<file path="src/logic/smartnic_pkg.sv">
package smartnic_pkg;

    // ========================================
    // port codes
    // ========================================

    // bit 1 marks a host port, bit 0 is the port number
    typedef logic [1:0] port_t;

    localparam port_t PORT_CMAC0 = 2'd0;
    localparam port_t PORT_CMAC1 = 2'd1;
    localparam port_t PORT_HOST0 = 2'd2;
    localparam port_t PORT_HOST1 = 2'd3;

    localparam int HOST_BIT  = 1;
    localparam int NUM_PORTS = 4;
    localparam int NUM_HOSTS = 2;

    // ========================================
    // descriptor and table widths
    // ========================================

    localparam int LEN_W = 14;
    localparam int TAG_W = 16;
    localparam int ENT_W = 12;

    // vf table indexed by entropy low bits
    localparam int VF_ENTRIES = 16;
    localparam int VF_IDX_W   = $clog2(VF_ENTRIES);

    // forwarding entry is {rss_enable, egress port}
    localparam int FWD_W       = 3;
    localparam int FWD_RSS_BIT = 2;

    // ========================================
    // register bus and map
    // ========================================

    localparam int REG_ADDR_W = 8;
    localparam int REG_DATA_W = 16;

    localparam logic [REG_ADDR_W-1:0] DEMUX_SEL_ADDR  = 8'h00;
    // one entry per ingress port, 0x10..0x13
    localparam logic [REG_ADDR_W-1:0] FWD_BASE_ADDR   = 8'h10;
    // host 0 and host 1 queue base, 0x20..0x21
    localparam logic [REG_ADDR_W-1:0] QBASE_BASE_ADDR = 8'h20;
    // addr bit 4 picks the host, bits 3..0 the entry
    localparam logic [REG_ADDR_W-1:0] VF_BASE_ADDR    = 8'h40;

endpackage
</file>
<file path="src/logic/smartnic_datapath.sv">
`timescale 1ns/1ps

module smartnic_datapath #(
    parameter int QID_WIDTH = 12
) (
    input  logic                               clk,
    input  logic                               rst,
    // descriptor in
    input  logic                               in_valid,
    input  smartnic_pkg::port_t                in_port,
    input  logic [smartnic_pkg::LEN_W-1:0]     in_len,
    input  logic [smartnic_pkg::TAG_W-1:0]     in_tag,
    // register writes
    input  logic                               reg_wr,
    input  logic [smartnic_pkg::REG_ADDR_W-1:0] reg_addr,
    input  logic [smartnic_pkg::REG_DATA_W-1:0] reg_wdata,
    // descriptor out, three cycles later
    output logic                               out_valid,
    output smartnic_pkg::port_t                out_port,
    output logic [smartnic_pkg::LEN_W-1:0]     out_len,
    output logic [smartnic_pkg::TAG_W-1:0]     out_tag,
    output logic                               out_rss_enable,
    output logic [smartnic_pkg::ENT_W-1:0]     out_entropy,
    output logic [QID_WIDTH-1:0]               out_qid
);
    import smartnic_pkg::*;

    // ========================================
    // config from register block
    // ========================================

    logic [NUM_PORTS*FWD_W-1:0]     fwd_table;
    logic [NUM_HOSTS-1:0]           demux_sel;
    logic [NUM_HOSTS*QID_WIDTH-1:0] qbase;
    logic                           vf_wr;
    logic                           vf_host;
    logic [VF_IDX_W-1:0]            vf_idx;
    logic [QID_WIDTH-1:0]           vf_data;

    // classifier to demux
    logic                           cls_valid;
    port_t                          cls_port;
    logic [LEN_W-1:0]               cls_len;
    logic [TAG_W-1:0]               cls_tag;
    logic                           cls_rss_enable;
    logic [ENT_W-1:0]               cls_entropy;

    // demux to hash2qid
    logic                           dmx_valid;
    port_t                          dmx_port;
    logic [LEN_W-1:0]               dmx_len;
    logic [TAG_W-1:0]               dmx_tag;
    logic                           dmx_rss_enable;
    logic [ENT_W-1:0]               dmx_entropy;

    datapath_regs #(
        .QID_WIDTH (QID_WIDTH)
    ) u_regs (
        .clk       (clk),
        .rst       (rst),
        .reg_wr    (reg_wr),
        .reg_addr  (reg_addr),
        .reg_wdata (reg_wdata),
        .fwd_table (fwd_table),
        .demux_sel (demux_sel),
        .qbase     (qbase),
        .vf_wr     (vf_wr),
        .vf_host   (vf_host),
        .vf_idx    (vf_idx),
        .vf_data   (vf_data)
    );

    // stage 1
    ingress_classifier u_cls (
        .clk            (clk),
        .rst            (rst),
        .in_valid       (in_valid),
        .in_port        (in_port),
        .in_len         (in_len),
        .in_tag         (in_tag),
        .fwd_table      (fwd_table),
        .cls_valid      (cls_valid),
        .cls_port       (cls_port),
        .cls_len        (cls_len),
        .cls_tag        (cls_tag),
        .cls_rss_enable (cls_rss_enable),
        .cls_entropy    (cls_entropy)
    );

    // stage 2
    egress_demux u_dmx (
        .clk            (clk),
        .rst            (rst),
        .cls_valid      (cls_valid),
        .cls_port       (cls_port),
        .cls_len        (cls_len),
        .cls_tag        (cls_tag),
        .cls_rss_enable (cls_rss_enable),
        .cls_entropy    (cls_entropy),
        .demux_sel      (demux_sel),
        .dmx_valid      (dmx_valid),
        .dmx_port       (dmx_port),
        .dmx_len        (dmx_len),
        .dmx_tag        (dmx_tag),
        .dmx_rss_enable (dmx_rss_enable),
        .dmx_entropy    (dmx_entropy)
    );

    // stage 3
    hash2qid #(
        .QID_WIDTH (QID_WIDTH)
    ) u_h2q (
        .clk            (clk),
        .rst            (rst),
        .dmx_valid      (dmx_valid),
        .dmx_port       (dmx_port),
        .dmx_len        (dmx_len),
        .dmx_tag        (dmx_tag),
        .dmx_rss_enable (dmx_rss_enable),
        .dmx_entropy    (dmx_entropy),
        .qbase          (qbase),
        .vf_wr          (vf_wr),
        .vf_host        (vf_host),
        .vf_idx         (vf_idx),
        .vf_data        (vf_data),
        .out_valid      (out_valid),
        .out_port       (out_port),
        .out_len        (out_len),
        .out_tag        (out_tag),
        .out_rss_enable (out_rss_enable),
        .out_entropy    (out_entropy),
        .out_qid        (out_qid)
    );

endmodule

</file>
<file path="src/logic/hash2qid.sv">
`timescale 1ns/1ps

module hash2qid #(
    parameter int QID_WIDTH = 12
) (
    input  logic                                         clk,
    input  logic                                         rst,
    input  logic                                         dmx_valid,
    input  smartnic_pkg::port_t                          dmx_port,
    input  logic [smartnic_pkg::LEN_W-1:0]               dmx_len,
    input  logic [smartnic_pkg::TAG_W-1:0]               dmx_tag,
    input  logic                                         dmx_rss_enable,
    input  logic [smartnic_pkg::ENT_W-1:0]               dmx_entropy,
    input  logic [smartnic_pkg::NUM_HOSTS*QID_WIDTH-1:0] qbase,
    input  logic                                         vf_wr,
    input  logic                                         vf_host,
    input  logic [smartnic_pkg::VF_IDX_W-1:0]            vf_idx,
    input  logic [QID_WIDTH-1:0]                         vf_data,
    output logic                                         out_valid,
    output smartnic_pkg::port_t                          out_port,
    output logic [smartnic_pkg::LEN_W-1:0]               out_len,
    output logic [smartnic_pkg::TAG_W-1:0]               out_tag,
    output logic                                         out_rss_enable,
    output logic [smartnic_pkg::ENT_W-1:0]               out_entropy,
    output logic [QID_WIDTH-1:0]                         out_qid
);
    import smartnic_pkg::*;

    // queue offsets, one table per host
    logic [QID_WIDTH-1:0] vf_table [NUM_HOSTS][VF_ENTRIES];

    logic                 host_sel;
    logic [VF_IDX_W-1:0]  tbl_idx;
    logic [QID_WIDTH-1:0] vf_offset;
    logic [QID_WIDTH-1:0] host_base;
    logic [QID_WIDTH-1:0] qid;

    // ========================================
    // vf table writes
    // ========================================

    always_ff @(posedge clk) begin
        if (rst) begin
            for (int h = 0; h < NUM_HOSTS; h++) begin
                for (int e = 0; e < VF_ENTRIES; e++) begin
                    vf_table[h][e] <= '0;
                end
            end
        end else if (vf_wr) begin
            vf_table[vf_host][vf_idx] <= vf_data;
        end
    end

    // ========================================
    // queue id
    // ========================================

    always_comb begin
        // port number picks the host, cmac ports give a don't-care qid
        host_sel  = dmx_port[0];
        tbl_idx   = dmx_entropy[VF_IDX_W-1:0];
        vf_offset = vf_table[host_sel][tbl_idx];
        host_base = qbase[host_sel*QID_WIDTH +: QID_WIDTH];
        // wraps mod 2**QID_WIDTH
        qid       = vf_offset + host_base;
    end

    always_ff @(posedge clk) begin
        if (rst) begin
            out_valid <= 1'b0;
        end else begin
            out_valid <= dmx_valid;
        end
    end

    always_ff @(posedge clk) begin
        if (dmx_valid) begin
            out_port       <= dmx_port;
            out_len        <= dmx_len;
            out_tag        <= dmx_tag;
            out_rss_enable <= dmx_rss_enable;
            out_entropy    <= dmx_entropy;
            out_qid        <= qid;
        end
    end

endmodule

</file>
<file path="src/logic/egress_demux.sv">
`timescale 1ns/1ps

module egress_demux (
    input  logic                              clk,
    input  logic                              rst,
    input  logic                              cls_valid,
    input  smartnic_pkg::port_t               cls_port,
    input  logic [smartnic_pkg::LEN_W-1:0]    cls_len,
    input  logic [smartnic_pkg::TAG_W-1:0]    cls_tag,
    input  logic                              cls_rss_enable,
    input  logic [smartnic_pkg::ENT_W-1:0]    cls_entropy,
    input  logic [smartnic_pkg::NUM_HOSTS-1:0] demux_sel,
    output logic                              dmx_valid,
    output smartnic_pkg::port_t               dmx_port,
    output logic [smartnic_pkg::LEN_W-1:0]    dmx_len,
    output logic [smartnic_pkg::TAG_W-1:0]    dmx_tag,
    output logic                              dmx_rss_enable,
    output logic [smartnic_pkg::ENT_W-1:0]    dmx_entropy
);
    import smartnic_pkg::*;

    port_t final_port;

    // ========================================
    // host redirect
    // ========================================

    always_comb begin
        final_port = cls_port;
        // cmac n bound, select bit n set
        if (!cls_port[HOST_BIT] && demux_sel[cls_port[0]]) begin
            final_port[HOST_BIT] = 1'b1;
        end
    end

    always_ff @(posedge clk) begin
        if (rst) begin
            dmx_valid <= 1'b0;
        end else begin
            dmx_valid <= cls_valid;
        end
    end

    // rest of the descriptor rides along
    always_ff @(posedge clk) begin
        if (cls_valid) begin
            dmx_port       <= final_port;
            dmx_len        <= cls_len;
            dmx_tag        <= cls_tag;
            dmx_rss_enable <= cls_rss_enable;
            dmx_entropy    <= cls_entropy;
        end
    end

endmodule

</file>
<file path="src/logic/ingress_classifier.sv">
`timescale 1ns/1ps

module ingress_classifier (
    input  logic                                                 clk,
    input  logic                                                 rst,
    input  logic                                                 in_valid,
    input  smartnic_pkg::port_t                                  in_port,
    input  logic [smartnic_pkg::LEN_W-1:0]                       in_len,
    input  logic [smartnic_pkg::TAG_W-1:0]                       in_tag,
    input  logic [smartnic_pkg::NUM_PORTS*smartnic_pkg::FWD_W-1:0] fwd_table,
    output logic                                                 cls_valid,
    output smartnic_pkg::port_t                                  cls_port,
    output logic [smartnic_pkg::LEN_W-1:0]                       cls_len,
    output logic [smartnic_pkg::TAG_W-1:0]                       cls_tag,
    output logic                                                 cls_rss_enable,
    output logic [smartnic_pkg::ENT_W-1:0]                       cls_entropy
);
    import smartnic_pkg::*;

    logic [FWD_W-1:0] fwd_entry;
    port_t            egr_port;
    logic             rss_enable;
    logic [ENT_W-1:0] entropy;

    // ========================================
    // forwarding lookup
    // ========================================

    // table indexed by ingress port
    always_comb begin
        fwd_entry  = fwd_table[in_port*FWD_W +: FWD_W];
        egr_port   = fwd_entry[$bits(port_t)-1:0];
        rss_enable = fwd_entry[FWD_RSS_BIT];
    end

    // ========================================
    // rss entropy
    // ========================================

    always_comb begin
        // low tag bits as the base
        entropy = in_tag[ENT_W-1:0];
        // fold top nibble of tag into the low nibble
        entropy[TAG_W-ENT_W-1:0] = entropy[TAG_W-ENT_W-1:0] ^ in_tag[TAG_W-1:ENT_W];
        // ingress port into the top two bits
        entropy[ENT_W-1:ENT_W-$bits(port_t)] =
            entropy[ENT_W-1:ENT_W-$bits(port_t)] ^ in_port;
    end

    // valid with reset
    always_ff @(posedge clk) begin
        if (rst) begin
            cls_valid <= 1'b0;
        end else begin
            cls_valid <= in_valid;
        end
    end

    // payload captured only on a valid descriptor
    always_ff @(posedge clk) begin
        if (in_valid) begin
            cls_port       <= egr_port;
            cls_len        <= in_len;
            cls_tag        <= in_tag;
            cls_rss_enable <= rss_enable;
            cls_entropy    <= entropy;
        end
    end

endmodule

</file>
<file path="src/logic/datapath_regs.sv">
`timescale 1ns/1ps

module datapath_regs #(
    parameter int QID_WIDTH = 12
) (
    input  logic                                                 clk,
    input  logic                                                 rst,
    input  logic                                                 reg_wr,
    input  logic [smartnic_pkg::REG_ADDR_W-1:0]                  reg_addr,
    input  logic [smartnic_pkg::REG_DATA_W-1:0]                  reg_wdata,
    output logic [smartnic_pkg::NUM_PORTS*smartnic_pkg::FWD_W-1:0] fwd_table,
    output logic [smartnic_pkg::NUM_HOSTS-1:0]                   demux_sel,
    output logic [smartnic_pkg::NUM_HOSTS*QID_WIDTH-1:0]         qbase,
    output logic                                                 vf_wr,
    output logic                                                 vf_host,
    output logic [smartnic_pkg::VF_IDX_W-1:0]                    vf_idx,
    output logic [QID_WIDTH-1:0]                                 vf_data
);
    import smartnic_pkg::*;

    localparam int FWD_SEL_W = $clog2(NUM_PORTS);
    localparam int QB_SEL_W  = $clog2(NUM_HOSTS);

    logic                              hit_demux;
    logic                              hit_fwd;
    logic                              hit_qbase;
    logic                              hit_vf;
    logic [NUM_HOSTS-1:0]              demux_q;
    logic [NUM_HOSTS*QID_WIDTH-1:0]    qbase_q;
    logic [NUM_HOSTS*QID_WIDTH-1:0]    qbase_d1;
    logic                              vf_wr_d1;
    logic                              vf_host_d1;
    logic [VF_IDX_W-1:0]               vf_idx_d1;
    logic [QID_WIDTH-1:0]              vf_data_d1;

    // address decode against the map
    always_comb begin
        hit_demux = reg_wr && (reg_addr == DEMUX_SEL_ADDR);
        hit_fwd   = reg_wr && (reg_addr[REG_ADDR_W-1:FWD_SEL_W] ==
                               FWD_BASE_ADDR[REG_ADDR_W-1:FWD_SEL_W]);
        hit_qbase = reg_wr && (reg_addr[REG_ADDR_W-1:QB_SEL_W] ==
                               QBASE_BASE_ADDR[REG_ADDR_W-1:QB_SEL_W]);
        // vf range spans host bit plus index bits
        hit_vf    = reg_wr && (reg_addr[REG_ADDR_W-1:VF_IDX_W+1] ==
                               VF_BASE_ADDR[REG_ADDR_W-1:VF_IDX_W+1]);
    end

    // ========================================
    // config registers
    // ========================================

    always_ff @(posedge clk) begin
        if (rst) begin
            // identity forwarding, rss off
            for (int i = 0; i < NUM_PORTS; i++) begin
                fwd_table[i*FWD_W +: FWD_W] <= FWD_W'(i);
            end
            demux_q <= '0;
            qbase_q <= '0;
        end else begin
            if (hit_demux) begin
                demux_q <= reg_wdata[NUM_HOSTS-1:0];
            end
            if (hit_fwd) begin
                fwd_table[reg_addr[FWD_SEL_W-1:0]*FWD_W +: FWD_W] <= reg_wdata[FWD_W-1:0];
            end
            if (hit_qbase) begin
                qbase_q[reg_addr[QB_SEL_W-1:0]*QID_WIDTH +: QID_WIDTH] <=
                    reg_wdata[QID_WIDTH-1:0];
            end
        end
    end

    // ========================================
    // stage alignment
    // ========================================

    // later stages see a write only from the descriptor after it
    // demux sits one stage deep, hash2qid two
    always_ff @(posedge clk) begin
        if (rst) begin
            demux_sel <= '0;
            qbase_d1  <= '0;
            qbase     <= '0;
            vf_wr_d1  <= 1'b0;
            vf_wr     <= 1'b0;
        end else begin
            demux_sel <= demux_q;
            qbase_d1  <= qbase_q;
            qbase     <= qbase_d1;
            vf_wr_d1  <= hit_vf;
            vf_wr     <= vf_wr_d1;
        end
    end

    // vf write payload follows the strobe
    always_ff @(posedge clk) begin
        vf_host_d1 <= reg_addr[VF_IDX_W];
        vf_idx_d1  <= reg_addr[VF_IDX_W-1:0];
        vf_data_d1 <= reg_wdata[QID_WIDTH-1:0];
        vf_host    <= vf_host_d1;
        vf_idx     <= vf_idx_d1;
        vf_data    <= vf_data_d1;
    end

endmodule

</file>
<file path="config.mk">
export PLATFORM = sky130hd
export DESIGN_NAME = smartnic_datapath
export DESIGN_NICKNAME = d
export VERILOG_FILES = /design/src/logic/smartnic_pkg.sv /design/src/logic/smartnic_datapath.sv /design/src/logic/hash2qid.sv /design/src/logic/egress_demux.sv /design/src/logic/ingress_classifier.sv /design/src/logic/datapath_regs.sv
export SDC_FILE = /design/constraint.sdc
export NUM_CORES = 1
export LEC_CHECK = 0
export BUFFER_PORTS_ARGS = -buffer_cell sky130_fd_sc_hd__buf_2
export CAP_MARGIN = 20
export CORE_UTILIZATION = 45
export CTS_BUF_LIST = sky130_fd_sc_hd__clkbuf_4 sky130_fd_sc_hd__clkbuf_8
export CTS_CLUSTER_SIZE = 12
export DETAILED_ROUTE_END_ITERATION = 8
export GPL_TIMING_DRIVEN = 0
export PLACE_DENSITY = 0.7
export SKIP_LAST_GASP = 1
export SLEW_MARGIN = 10
export SYNTH_ARGS = -nofsm -noshare
export SYNTH_HDL_FRONTEND = slang
export SYNTH_SLANG_ARGS = --single-unit
</file>
<file path="constraint.sdc">
create_clock -name clk -period 4.27 [get_ports clk]
set_clock_uncertainty 0.05 [all_clocks]
set_input_delay 0.427 -clock clk [delete_from_list [all_inputs] [get_ports clk]]
set_output_delay 0.427 -clock clk [all_outputs]
set_load 0.01 [all_outputs]
</file>
==> out/metrics.csv <==
stage,metric,value,unit
setup_path,R2R Setup Slk,0.14,ns
clock_network,CTS Buffer Depth,3,
clock_network,clk slew on worst S/H paths,0.06,ns
detailed_routing,vias,13600,
clock_network,CTS tree,yes,
setup_path,CP peak stage delay,0.56,ns
power,Pwr Total,12.7,mW
sta,post-route setup slack,0.142,ns
setup_path,"delay-heaviest family, CP",multiplexers,
power,Leakage,10.4,nW
floorplanning,core area,0.0538,mm^2
detailed_routing,Vias/cell,5.42,
min_path,worst hold path class,in2reg,
placement,PortBufs,112,
final_layout,Final nets,1813,
sta,fin crit share,96.7,%
sta,Final Setup Violations,0,
setup_path,Critical Path Slowest Stage Cell,mux4_2,
setup_path,Critical Path Fanout Max,10,
global_route,number of global-route vias before repair,13700,
setup_path,WP data arrival,4.50,ns
final_layout,share of cells above drive strength 1,25.5,%
sta,Max Slew Vio Count,0,
floorplanning,Die W,235,um
sta,RSZ-0062 raised after global routing,false,
synth,Synthesis Warnings,0,
synth,Synth area leaders,"edfxtp_1 63%, mux4_2 10%, dfxtp_1 10%",
clock_network,Worst-Skew Late Latency,0.69,ns
detailed_routing,met1 wire length,22700,um
setup_path,required time of the critical path,4.65,ns
sta,max frequency,242,MHz
detailed_routing,Met3 Routed Length,4530,um
detailed_routing,final wirelength,56800,um
synth,syn nets,1542,
min_path,worst hold start,in_port[1],
min_path,hold path depth,2,
sta,"Min Clock Period, post-route",4.13,ns
clock_network,Sink Count,641,
clock_network,H-tree lvl count,3,
detailed_routing,Antenna Nets Post-Route,0,
synth,register area share after synthesis,73.4,%
detailed_routing,DRC viols,0,
placement,Inst Count DP,2280,
setup_path,startpoint type of the worst setup path,register,
sta,Slew HR,38.6,%
floorplanning,Starting Density,45.5,%
placement,routability congestion estimate,0.913,
detailed_routing,DR iter-0 viols,1498,
floorplanning,Rows,85,
synth,"EDFF count, synth",513,
final_layout,fin cells,2510,
final_layout,Filler cells,4301,
setup_path,CP most frequent cell,mux4_2,
floorplanning,boundary pin count,118,
sta,setup TNS,0,ns
setup_path,"Cell Chain, Critical Path","buf_4, buf_6, mux4_2, mux4_2, mux2_2, ha_1, a211oi_1, o21ai_1, a31oi_2, o31ai_1, xnor3_1",
final_layout,Final Core Density,53.1,%
power,Peak supply drop,372,uV
synth,Synth Area per Inst,16.7,um^2
clock_network,root buffer cell,clkbuf_8,
global_route,largest net degree at the start of global routing,41,
placement,hpwl dp,38900,um
min_path,Hold EP,u_cls.cls_entropy[11],
synth,"Top FF cell, synth",edfxtp_1,
final_layout,post-route cell area,0.0286,mm^2
setup_path,reg-to-reg critical path endpoint,u_h2q.out_qid[11],
synth,top cell type's share of synthesized area,62.9,%
setup_path,R2R depth,11,
power,Cell Pwr Density,446,mW/mm^2
synth,Synth Cell Area,0.0245,mm^2
floorplanning,Die Ht,235,um
global_route,"Remaining Overflow, GRT",0,
clock_network,Num CTS Buffers,99,
synth,register bit total from synthesis,641,
synth,Gate Count Post-Synth,1465,
sta,Slew @ Worst Pin,0.921,ns
placement,area post-placement,0.0260,mm^2
placement,"worst slack, placed",-0.716,ns
setup_path,Crit. End Element,register,
detailed_routing,wire per inst,22.6,um
sta,hold_ws,0.0900,ns
global_route,global router's overall resource usage,20.8,%
synth,async set-or-reset flop fraction in the synthesized netlist,0,%
synth,cell taking the most area after synthesis,edfxtp_1,
detailed_routing,WL met2,27600,um
sta,Final Hold Viols,0,
final_layout,Synth-to-Final Area Change,16.7,%
detailed_routing,DRT Pass-1 Iters,5,
global_route,first-pass GRT wire length,84400,um
detailed_routing,Top Metal Used,met4,
global_route,initial antenna violation count,1,
status,status,completed,
setup_path,Worst Path Buf+Inv,2,
floorplanning,area of the die,0.0553,mm^2
run,max_cap viols,0,
synth,Synth cell types,47,
setup_path,Crit Path Category,reg2reg,
-- report_power, final --
group          internal [mW]  switching, mW  leakage, nW
combinational          0.342          0.472         2.97
sequential              6.93         0.0668         6.39
clock                   2.61           2.31         1.02
total                   9.88           2.85         10.4
-- cell families after synthesis --
group,synth area share (%)
buffers and inverters,2.10
AND/OR/NAND/NOR,8.24
flip-flops,73.4
multiplexers,13.2
adder cells (fa/ha/maj),0.900
XOR/XNOR,0.557
AO/OA/AOI/OAI,1.57
-- per-layer routing --
metal  up-vias  GRT usage, %
met1      6886          27.6
li1       6027             -
met3       103          4.68
met2       598          33.2
met5         -             0
met4         0          8.77
-- cell usage after synthesis, types with 3 or more instances --
cell type,n
ha_1,16
nand3_1,12
o21bai_1,5
nor3_1,7
a211o_1,5
buf_1,7
nor4_1,4
edfxtp_1,513
buf_2,9
mux2_2,23
nand3b_1,4
nor2_1,252
mux2i_1,41
nor3b_1,4
nand2_1,52
clkbuf_1,62
xnor2_1,5
nand4_1,11
dfxtp_1,128
o21ai_0,5
mux4_2,114
xor2_1,8
nand2b_1,22
and2_1,4
a21oi_1,20
inv_1,18
buf_4,16
a41o_1,5
nor2b_1,66
and3_1,3
-- cell usage in the layout (no fill, tap or decap), types with 6 or more instances in the layout --
cell type	n
mux2_2	23
nor2_1	250
clkinv_2	11
nor3_1	7
buf_6	9
nand3_1	12
a21oi_1	20
dlygate4sd3_1	49
nand2_1	52
nand2b_1	22
nor2b_1	66
edfxtp_1	513
mux2i_1	41
nand4_1	11
xor2_1	8
buf_8	6
clkbuf_8	107
buf_4	19
dfxtp_1	126
buf_2	116
clkbuf_1	56
inv_1	18
mux4_2	114
clkinv_1	21
clkbuf_4	38
ha_1	16
-- cell type report --
cell class / instances / area [um^2] / area share, %
Buffer: 94 / 543 / 1.90
Antenna cell: 1 / 2.50 / 0.00876
Timing Repair Buffer: 172 / 1170 / 4.11
Clock buffer: 142 / 1740 / 6.08
Clock inverter: 36 / 169 / 0.592
Multi-Input combinational cell: 710 / 6020 / 21.1
Tap cell: 696 / 871 / 3.05
Inverter: 18 / 67.6 / 0.237
Sequential cell: 641 / 18000 / 62.9
-- worst max path at each step --
stage / startpoint / to / depth (start not counted)
6_report: register / u_h2q.out_qid[11] / 11
5_1_grt: register / u_h2q.out_qid[11] / 11
4_1_cts: u_dmx.dmx_entropy[2] / u_h2q.out_qid[11] / 10
3_5_place_dp: u_dmx.dmx_entropy[0] / u_h2q.out_qid[11] / 12
3_3_place_gp: u_dmx.dmx_entropy[0] / u_h2q.out_qid[11] / 12
2_1_floorplan: u_dmx.dmx_entropy[0] / u_h2q.out_qid[11] / 12
-- repair_timing --
action | CTS | global route
endpoints found under the setup margin | 8 | 4
hold buffers | 49 | 0
gates resized for setup | 22 | 20
setup buffers | 0 | 4
pin swaps | 0 | 1
cloned | 0 | 0
endpoints found under the hold margin | 71 | 0
-- registers in the layout, summed over array words and instances (netlist names), 14 cells and up, named ones only --
register / flops
u_regs.qbase_q: 24
u_dmx.dmx_len: 14
u_cls.cls_len: 14
u_regs.qbase_d1: 24
u_h2q.vf_table: 384
u_regs.qbase: 24
u_h2q.out_len: 14
(Power assumes the default switching activity.)
